File: src/regfile_settings.svh
//----------------------------
// Address map, reset values and sizes of the register file
// Addresses are 8 bits wide and must stay unique
// FIFO_DEPTH and DATASET_LEN need not be powers of two
//----------------------------
`ifndef REGFILE_SETTINGS_SVH
`define REGFILE_SETTINGS_SVH

// Address map
`define ADDR_CHIP_CONFIG  8'd0
`define ADDR_COUNTER      8'd8
`define ADDR_FR_CONTROL   8'd9
`define ADDR_FR_STATUS    8'd10
`define ADDR_FR_DATA      8'd11
`define ADDR_ETH_IP       8'd30
`define ADDR_ETH_PORT     8'd31
`define ADDR_TRIG_CONFIG  8'd40
`define ADDR_TRIG_DELAY   8'd41
`define ADDR_TEST         8'd80

// Reset values
`define RST_FR_CONTROL    8'h80
`define RST_TRIG_CONFIG   8'd16
`define RST_COUNTER       8'd17
`define RST_ETH_IP        {8'd192, 8'd168, 8'd1, 8'd128}
`define RST_ETH_PORT      16'd1234
`define RST_TRIG_DELAY    24'd0

// Constants and sizes
`define TEST_BYTE         8'hAB
`define FILL_BYTE         8'hFF
`define DATASET_LEN       8
`define FIFO_DEPTH        16

`endif
File: src/regfile_pkg.sv
//----------------------------
// Types shared by the register file blocks
// Bus is byte wide with 8-bit addresses
//----------------------------
package regfile_pkg;

    // One data byte and one register address
    typedef logic [7:0] byte_t;
    typedef logic [7:0] addr_t;

    // Multi-byte register values
    typedef logic [31:0] ip_addr_t;
    typedef logic [15:0] udp_port_t;
    typedef logic [23:0] trig_delay_t;

    // One bus transaction, held stable while req is high
    typedef struct packed {
        logic  write;
        addr_t addr;
        byte_t wdata;
    } bus_req_t;

    // Single-byte configuration outputs
    typedef struct packed {
        byte_t chip_config;
        byte_t fr_control;
        byte_t trig_config;
    } ctrl_regs_t;

    // Ethernet settings
    typedef struct packed {
        ip_addr_t  ip;
        udp_port_t port;
    } net_cfg_t;

    // Handshake engine states
    typedef enum logic {
        IDLE,
        ACK
    } bus_state_t;

endpackage

File: src/regfile_top.sv
//----------------------------
// Byte-wide register file for the readout board
// Single clock, four-phase req/ack host bus
// Unmapped reads return 0, unmapped writes are ignored
//----------------------------
`timescale 1ns/1ps
`include "regfile_settings.svh"

module regfile_top (
    input  logic                     clk,
    input  logic                     arst_n,
    input  logic                     req,
    input  regfile_pkg::bus_req_t    req_data,
    output logic                     ack,
    output regfile_pkg::byte_t       rdata,
    input  logic                     fifo_wr_en,
    input  regfile_pkg::byte_t       fifo_din,
    output logic                     fifo_full,
    output regfile_pkg::ctrl_regs_t  ctrl,
    output regfile_pkg::net_cfg_t    net_cfg,
    output regfile_pkg::trig_delay_t trig_delay
);
    import regfile_pkg::*;

    logic      access;
    logic      ctrl_hit;
    byte_t     ctrl_rdata;
    byte_t     target_rdata;
    byte_t     status_byte;

    logic      sel_ip;
    logic      sel_port;
    logic      sel_delay;
    logic      fr_rd;
    byte_t     ip_byte;
    byte_t     port_byte;
    byte_t     delay_byte;
    ip_addr_t  ip_value;
    udp_port_t port_value;

    logic      fifo_empty;
    logic      fifo_pop;
    byte_t     fifo_dout;
    byte_t     fr_rdata;

    //----------------------------
    // Address decode
    //----------------------------
    assign sel_ip    = access && (req_data.addr == `ADDR_ETH_IP);
    assign sel_port  = access && (req_data.addr == `ADDR_ETH_PORT);
    assign sel_delay = access && (req_data.addr == `ADDR_TRIG_DELAY);
    assign fr_rd     = access && !req_data.write && (req_data.addr == `ADDR_FR_DATA);

    assign status_byte = {6'b0, fifo_full, fifo_empty};
    assign net_cfg     = {ip_value, port_value};

    // Read data select
    always_comb begin
        case (req_data.addr)
            `ADDR_FR_STATUS:  target_rdata = status_byte;
            `ADDR_FR_DATA:    target_rdata = fr_rdata;
            `ADDR_ETH_IP:     target_rdata = ip_byte;
            `ADDR_ETH_PORT:   target_rdata = port_byte;
            `ADDR_TRIG_DELAY: target_rdata = delay_byte;
            default:          target_rdata = ctrl_hit ? ctrl_rdata : '0;
        endcase
    end

    //----------------------------
    // Blocks
    //----------------------------
    bus_port u_bus_port (
        .clk          (clk),
        .arst_n       (arst_n),
        .req          (req),
        .req_data     (req_data),
        .ack          (ack),
        .access       (access),
        .target_rdata (target_rdata),
        .rdata        (rdata)
    );

    ctrl_regs u_ctrl_regs (
        .clk        (clk),
        .arst_n     (arst_n),
        .access     (access),
        .req_data   (req_data),
        .ctrl       (ctrl),
        .ctrl_hit   (ctrl_hit),
        .ctrl_rdata (ctrl_rdata)
    );

    multibyte_reg #(.NBYTES(4), .RST_VALUE(`RST_ETH_IP)) u_eth_ip (
        .clk    (clk),
        .arst_n (arst_n),
        .sel    (sel_ip),
        .write  (req_data.write),
        .wdata  (req_data.wdata),
        .value  (ip_value),
        .rbyte  (ip_byte)
    );

    multibyte_reg #(.NBYTES(2), .RST_VALUE(`RST_ETH_PORT)) u_eth_port (
        .clk    (clk),
        .arst_n (arst_n),
        .sel    (sel_port),
        .write  (req_data.write),
        .wdata  (req_data.wdata),
        .value  (port_value),
        .rbyte  (port_byte)
    );

    multibyte_reg #(.NBYTES(3), .RST_VALUE(`RST_TRIG_DELAY)) u_trig_delay (
        .clk    (clk),
        .arst_n (arst_n),
        .sel    (sel_delay),
        .write  (req_data.write),
        .wdata  (req_data.wdata),
        .value  (trig_delay),
        .rbyte  (delay_byte)
    );

    readout_fifo u_readout_fifo (
        .clk    (clk),
        .arst_n (arst_n),
        .wr_en  (fifo_wr_en),
        .din    (fifo_din),
        .rd_en  (fifo_pop),
        .dout   (fifo_dout),
        .empty  (fifo_empty),
        .full   (fifo_full)
    );

    dataset_reader u_dataset_reader (
        .clk        (clk),
        .arst_n     (arst_n),
        .fr_rd      (fr_rd),
        .fifo_empty (fifo_empty),
        .fifo_dout  (fifo_dout),
        .fifo_pop   (fifo_pop),
        .fr_rdata   (fr_rdata)
    );

endmodule

File: src/dataset_reader.sv
//----------------------------
// Fast-readout dataset reader
// Dataset of DATASET_LEN reads, fill bytes when it began empty
// Data arriving mid-dataset waits for the next one
//----------------------------
`timescale 1ns/1ps
`include "regfile_settings.svh"

module dataset_reader (
    input  logic               clk,
    input  logic               arst_n,
    input  logic               fr_rd,
    input  logic               fifo_empty,
    input  regfile_pkg::byte_t fifo_dout,
    output logic               fifo_pop,
    output regfile_pkg::byte_t fr_rdata
);

    localparam int LEN = `DATASET_LEN;
    localparam int PW  = (LEN > 1) ? $clog2(LEN) : 1;

    logic [PW-1:0] pos;
    logic          empty_at_start;
    logic          at_start;
    logic          load;

    assign at_start = (pos == '0);

    // Take FIFO data only if some was there when the dataset began
    assign load     = !fifo_empty && (at_start || !empty_at_start);
    assign fifo_pop = fr_rd && load;
    assign fr_rdata = load ? fifo_dout : `FILL_BYTE;

    always_ff @(posedge clk or negedge arst_n) begin
        if (!arst_n) begin
            pos            <= '0;
            empty_at_start <= 1'b0;
        end else if (fr_rd) begin
            if (at_start) begin
                empty_at_start <= fifo_empty;
            end
            if (pos == PW'(LEN - 1)) begin
                pos <= '0;
            end else begin
                pos <= pos + 1'b1;
            end
        end
    end

endmodule

File: src/readout_fifo.sv
//----------------------------
// Single-clock byte FIFO, first-word fall-through
// Write while full and pop while empty are dropped
//----------------------------
`timescale 1ns/1ps
`include "regfile_settings.svh"

module readout_fifo (
    input  logic               clk,
    input  logic               arst_n,
    input  logic               wr_en,
    input  regfile_pkg::byte_t din,
    input  logic               rd_en,
    output regfile_pkg::byte_t dout,
    output logic               empty,
    output logic               full
);
    import regfile_pkg::*;

    localparam int DEPTH = `FIFO_DEPTH;
    localparam int AW    = (DEPTH > 1) ? $clog2(DEPTH) : 1;
    localparam int CW    = $clog2(DEPTH + 1);

    byte_t         mem [DEPTH];
    logic [AW-1:0] wr_ptr;
    logic [AW-1:0] rd_ptr;
    logic [CW-1:0] count;
    logic          do_wr;
    logic          do_rd;

    assign empty = (count == '0);
    assign full  = (count == CW'(DEPTH));
    assign do_wr = wr_en && !full;
    assign do_rd = rd_en && !empty;
    assign dout  = mem[rd_ptr];

    // Storage
    always_ff @(posedge clk) begin
        if (do_wr) begin
            mem[wr_ptr] <= din;
        end
    end

    // Pointers wrap at DEPTH
    always_ff @(posedge clk or negedge arst_n) begin
        if (!arst_n) begin
            wr_ptr <= '0;
            rd_ptr <= '0;
            count  <= '0;
        end else begin
            if (do_wr) begin
                wr_ptr <= (wr_ptr == AW'(DEPTH - 1)) ? '0 : wr_ptr + 1'b1;
            end
            if (do_rd) begin
                rd_ptr <= (rd_ptr == AW'(DEPTH - 1)) ? '0 : rd_ptr + 1'b1;
            end
            case ({do_wr, do_rd})
                2'b10:   count <= count + 1'b1;
                2'b01:   count <= count - 1'b1;
                default: count <= count;
            endcase
        end
    end

endmodule

File: src/multibyte_reg.sv
//----------------------------
// Shift-in register of NBYTES bytes
// Writes enter at the low byte, reads rotate from the high byte
// Writes leave the read position alone
//----------------------------
`timescale 1ns/1ps

module multibyte_reg #(
    parameter int                  NBYTES    = 4,
    parameter logic [NBYTES*8-1:0] RST_VALUE = '0
) (
    input  logic                clk,
    input  logic                arst_n,
    input  logic                sel,
    input  logic                write,
    input  regfile_pkg::byte_t  wdata,
    output logic [NBYTES*8-1:0] value,
    output regfile_pkg::byte_t  rbyte
);

    localparam int POS_W = (NBYTES > 1) ? $clog2(NBYTES) : 1;

    logic [POS_W-1:0]     rd_pos;
    logic [NBYTES*8+7:0]  shifted;
    logic                 last_pos;

    // Old value moves up one byte, top byte drops out
    assign shifted  = {value, wdata};
    assign last_pos = (rd_pos == POS_W'(NBYTES - 1));

    always_ff @(posedge clk or negedge arst_n) begin
        if (!arst_n) begin
            value  <= RST_VALUE;
            rd_pos <= '0;
        end else if (sel) begin
            if (write) begin
                value <= shifted[NBYTES*8-1:0];
            end else if (last_pos) begin
                rd_pos <= '0;
            end else begin
                rd_pos <= rd_pos + 1'b1;
            end
        end
    end

    // Position 0 is the most significant byte
    always_comb begin
        rbyte = value[8*(NBYTES-1-int'(rd_pos)) +: 8];
    end

endmodule

File: src/ctrl_regs.sv
//----------------------------
// Single-byte registers, read counter and test register
// Counter returns its value, then steps by one per read
// Test address is read only
//----------------------------
`timescale 1ns/1ps
`include "regfile_settings.svh"

module ctrl_regs (
    input  logic                   clk,
    input  logic                   arst_n,
    input  logic                   access,
    input  regfile_pkg::bus_req_t  req_data,
    output regfile_pkg::ctrl_regs_t ctrl,
    output logic                   ctrl_hit,
    output regfile_pkg::byte_t     ctrl_rdata
);
    import regfile_pkg::*;

    byte_t counter;
    logic  wr_strobe;
    logic  rd_strobe;

    assign wr_strobe = access && req_data.write;
    assign rd_strobe = access && !req_data.write;

    //----------------------------
    // Register updates
    //----------------------------
    always_ff @(posedge clk or negedge arst_n) begin
        if (!arst_n) begin
            ctrl.chip_config <= '0;
            ctrl.fr_control  <= `RST_FR_CONTROL;
            ctrl.trig_config <= `RST_TRIG_CONFIG;
            counter          <= `RST_COUNTER;
        end else begin
            if (wr_strobe) begin
                case (req_data.addr)
                    `ADDR_CHIP_CONFIG: ctrl.chip_config <= req_data.wdata;
                    `ADDR_FR_CONTROL:  ctrl.fr_control  <= req_data.wdata;
                    `ADDR_TRIG_CONFIG: ctrl.trig_config <= req_data.wdata;
                    default: ;
                endcase
            end
            // Step after the current value has been returned
            if (rd_strobe && req_data.addr == `ADDR_COUNTER) begin
                counter <= counter + 8'd1;
            end
        end
    end

    //----------------------------
    // Decode and read mux
    //----------------------------
    always_comb begin
        ctrl_hit   = 1'b1;
        ctrl_rdata = '0;
        case (req_data.addr)
            `ADDR_CHIP_CONFIG: ctrl_rdata = ctrl.chip_config;
            `ADDR_COUNTER:     ctrl_rdata = counter;
            `ADDR_FR_CONTROL:  ctrl_rdata = ctrl.fr_control;
            `ADDR_TRIG_CONFIG: ctrl_rdata = ctrl.trig_config;
            `ADDR_TEST:        ctrl_rdata = `TEST_BYTE;
            default: begin
                ctrl_hit = 1'b0;
            end
        endcase
    end

endmodule

File: src/bus_port.sv
//----------------------------
// Four-phase req/ack bus engine
// One access strobe per transaction, however long req is held
// rdata only changes on the edge where ack rises
//----------------------------
`timescale 1ns/1ps

module bus_port (
    input  logic                 clk,
    input  logic                 arst_n,
    input  logic                 req,
    input  regfile_pkg::bus_req_t req_data,
    output logic                 ack,
    output logic                 access,
    input  regfile_pkg::byte_t   target_rdata,
    output regfile_pkg::byte_t   rdata
);
    import regfile_pkg::*;

    bus_state_t state;

    always_ff @(posedge clk or negedge arst_n) begin
        if (!arst_n) begin
            state  <= IDLE;
            ack    <= 1'b0;
            access <= 1'b0;
            rdata  <= '0;
        end else begin
            access <= 1'b0;
            case (state)
                IDLE: begin
                    ack <= 1'b0;
                    if (access) begin
                        // Targets act on this edge, read byte is taken here
                        ack   <= 1'b1;
                        state <= ACK;
                        if (!req_data.write) begin
                            rdata <= target_rdata;
                        end
                    end else if (req && !ack) begin
                        access <= 1'b1;
                    end
                end
                ACK: begin
                    // Hold ack until the master lets go of req
                    if (!req) begin
                        state <= IDLE;
                    end
                end
                default: begin
                    state <= IDLE;
                end
            endcase
        end
    end

endmodule

File: config.mk
export PLATFORM = sky130hd
export DESIGN_NAME = regfile_top
export DESIGN_NICKNAME = d
export VERILOG_FILES = /design/src/regfile_pkg.sv /design/src/regfile_top.sv /design/src/dataset_reader.sv /design/src/readout_fifo.sv /design/src/multibyte_reg.sv /design/src/ctrl_regs.sv /design/src/bus_port.sv
export VERILOG_INCLUDE_DIRS = /design/src
export SDC_FILE = /design/constraint.sdc
export NUM_CORES = 1
export LEC_CHECK = 0
export BUFFER_PORTS_ARGS = -buffer_cell sky130_fd_sc_hd__buf_2
export CAP_MARGIN = 20
export CORE_UTILIZATION = 58
export DETAILED_ROUTE_END_ITERATION = 7
export PLACE_DENSITY = 0.77
export SYNTH_ARGS = -nofsm -noshare
export SYNTH_HDL_FRONTEND = slang
export SYNTH_SLANG_ARGS = --single-unit
File: constraint.sdc
create_clock -name clk -period 3.44 [get_ports clk]
set_input_delay 0.688 -clock clk [delete_from_list [all_inputs] [get_ports clk]]
set_output_delay 0.688 -clock clk [all_outputs]
set_load 0.01 [all_outputs]
==> flow_metrics.py <==
metrics = {
    "status": {
        "status": "completed",
    },
    "synth": {
        "ys_async_sr_fraction_pct": 51.70,
        "yosys.area.top_type": "edfxtp_1",
        "ys_seq_elements": 265,
        "synth_area_um2": 11670,
        "yosysTopAreaCellShare_pct": 32.93,
        "synth_cells": 769,
        "yosysUniqueCellTypes": 66,
        "syn_nets": 816,
        "avgSynthCellArea_um2": 15.18,
        "synth-edff-count": 128,
        "seq_area_frac_synth_pct": 62.48,
        "synth_most_common_cell": "edfxtp_1",
        "ys_warn_count": 0,
        "yosys-top-cells-area": "edfxtp_1, dfrtp_1, mux2_2",
        "synthTopCellsByCount": "edfxtp_1, dfrtp_1, mux2_2",
        "ys.flop_type": "edfxtp_1",
    },
    "sta": {
        "max_freq_mhz": 326.5,
        "relSlewSlack_pct": 40.31,
        "post-route-period-util_pct": 89.03,
        "setup_viol": 0,
        "rsz0062_at_grt": "false",
        "finalClockSkew_ps": 7.305,
        "fin_crit_ps": 3063,
        "hold_viol": 0,
        "setup_tns_ps": 0,
        "drv_slew": 0,
        "tightest_slew_ps": 892.1,
    },
    "route": {
        "drc": 0,
        "viasPerCell": 6.104,
        "final_antenna_net_count": 0,
        "wl_um": 27360,
        "vias": 7355,
        "post_drt_wl_per_cell_um": 22.71,
        "first_pass_iters": 5,
        "detail_route.iter0.violations": 502,
    },
    "floorplan": {
        "num_rows": 51,
        "chipHeight_um": 143.9,
        "ios": 135,
        "dieWidth_um": 143.9,
        "start_util_pct": 59.58,
        "core_area_um2": 19590,
        "die_area_um2": 20690,
    },
    "placement": {
        "dp_hpwl_um": 19290,
        "placed_area_um2": 12720,
        "port_buffers": 134,
        "place_congestion": 0.9770,
    },
    "grt": {
        "top_usage_layer": "met2",
        "grtUsageTotal_pct": 27.39,
        "grt_max_degree": 78,
        "grt_pass1_vias": 7481,
        "use_met2_pct": 47.09,
        "use_met3_pct": 4.065,
        "grt_pass1_wl_um": 42310,
        "grt.overflow.total": 0,
        "antenna_found_initial": 0,
        "globalRouteMet1Util_pct": 35.25,
    },
    "cells_and_area": {
        "finish.instance_area_um2": 13710,
        "nFillCells": 1277,
        "n_antenna_cell": 0,
        "areaGrowthSynthToFinish_pct": 17.44,
        "multi_input_area_um2": 4139,
        "fin_nets": 965,
        "sequential_cell_area_um2": 7292,
        "drive_gt1_share_pct": 40.74,
    },
    "clock_tree": {
        "cts_setup_buffers": 0,
        "cts.sink_count": 265,
        "clkSlewWorstSetupHoldPaths_ps": 60,
        "ctsResizeCount": 0,
        "ctsHoldBuffers": 0,
        "cts_tree": "built",
        "h-tree-depth": 1,
        "clk_latency_ps": 530,
        "cts_buffers": 28,
        "cts_buffer_depth": 3,
        "clock-root-buffer": "clkbuf_16",
    },
    "worst_setup_path": {
        "endpoint_kind": "flip-flop",
        "required_ps": 3890,
        "critPathKind": "flip-flop to flip-flop",
        "worst_setup_path_start_kind": "flip-flop",
        "critPathMaxFanout": 9,
        "cp.arrival_ps": 3510,
    },
    "hold_path": {
        "hold_class": "primary input to async pin",
    },
    "pwr": {
        "p_leak_nw": 5.803,
        "p_per_area_nw_per_um2": 575.4,
        "ir_worst_vdd_uv": 477.3,
    },
    "job": {
        "max_cap_viol_count": 0,
    },
}
[metrics by stage]
stage / hold WS, ps / power [mW] / util, % / instances / setup WS, ps
global placement: 434.2 / 4.672 / 64.91 / 1153 / 141.3
global route: 238.3 / 8.154 / 69.97 / 1205 / 141.3
finish: 178.2 / 7.887 / 69.97 / 1205 / 377.4
CTS: 202.4 / 7.925 / 69.97 / 1205 / 389.4
detailed placement: 447.5 / 4.738 / 64.91 / 1153 / 35.94
floorplan: 392.4 / 4.323 / - / 769 / 85.76
[path summary, 6_finish.rpt]
kind,slack [ps],from,cells after the start,endpoint
max,380,u_readout_fifo.count[0],12,u_readout_fifo.count[4]
max reg2reg,380,u_readout_fifo.count[0],12,u_readout_fifo.count[4]
min,180,arst_n,1,u_trig_delay.value[18]
min reg2reg,460,u_bus_port.ack,1,u_bus_port.access
min in group clk,390,req,3,u_bus_port.state
max in group asynchronous,2440,arst_n,2,u_eth_ip.value[30]
[kinds of logic (layout without fill, tap and decap cells)]
kind of cell | after synthesis | after routing | share of synthesized area [%]
xor+xnor | 14 | 14 | 1.051
compound gates | 94 | 94 | 5.285
simple gates | 142 | 142 | 6.572
flops | 265 | 265 | 62.48
mux | 179 | 179 | 20.54
fa+ha+maj | 18 | 18 | 1.994
buf+inv | 57 | 228 | 2.080
[routing by layer]
layer / wire, um / up-vias
met4: 942 / 0
met5: 0 / -
met1: 11130 / 3756
li1: - / 3228
met3: 1674 / 62
met2: 13610 / 309
[critical path: stages (launching register included)]
cell     delay [ps]
dfrtp_1         440
nor4_1          440
nand2_1         170
and2_1          280
inv_1           140
ha_1            240
inv_1           100
fa_1            410
nor2b_1         120
o21ai_0          90
and3_1          190
nor3_1          210
xor2_1          160
[area by class of cell]
cell class / instances / share of cell area (%)
clock buffers: 35 / 5.532
clock inverters: 17 / 1.698
inverters: 17 / 0.4655
multi-input cells: 447 / 30.20
flip-flops and latches: 265 / 53.20
well taps: 265 / 2.419
repair buffers: 159 / 6.490
[placed cells by master, fill, tap and decap left out, types with 7 or more instances in the layout]
| cell | n |
|---|---|
| edfxtp_1 | 128 |
| mux2i_1 | 31 |
| xnor2_1 | 8 |
| o21ai_0 | 34 |
| nor2b_1 | 7 |
| buf_4 | 23 |
| buf_2 | 133 |
| a21oi_1 | 16 |
| clkinv_2 | 9 |
| a211oi_1 | 8 |
| dfrtp_1 | 121 |
| inv_1 | 17 |
| dfstp_2 | 16 |
| nor2_1 | 37 |
| nand2_1 | 32 |
| mux4_2 | 37 |
| mux2_2 | 110 |
| clkbuf_16 | 29 |
| nor3_1 | 9 |
| ha_1 | 17 |
| nand2b_1 | 7 |
| nand3_1 | 11 |
[registers in the layout, indices dropped and copies added, names as in the netlist, 3 cells and up]
signal	flops
u_readout_fifo.mem	128
u_eth_ip.value	32
u_ctrl_regs.ctrl	24
u_trig_delay.value	24
u_eth_port.value	16
u_bus_port.rdata	8
u_ctrl_regs.counter	8
u_readout_fifo.count	5
u_readout_fifo.rd_ptr	4
u_readout_fifo.wr_ptr	4
u_dataset_reader.pos	3
[power by group]
part	switching, mW	internal (mW)	leakage, nW
Sequential	0.194	3.61	2.97
Clock	1.20	2.01	0.494
Combinational	0.545	0.338	2.34
Note: power is estimated with default switching activity, not from simulation.
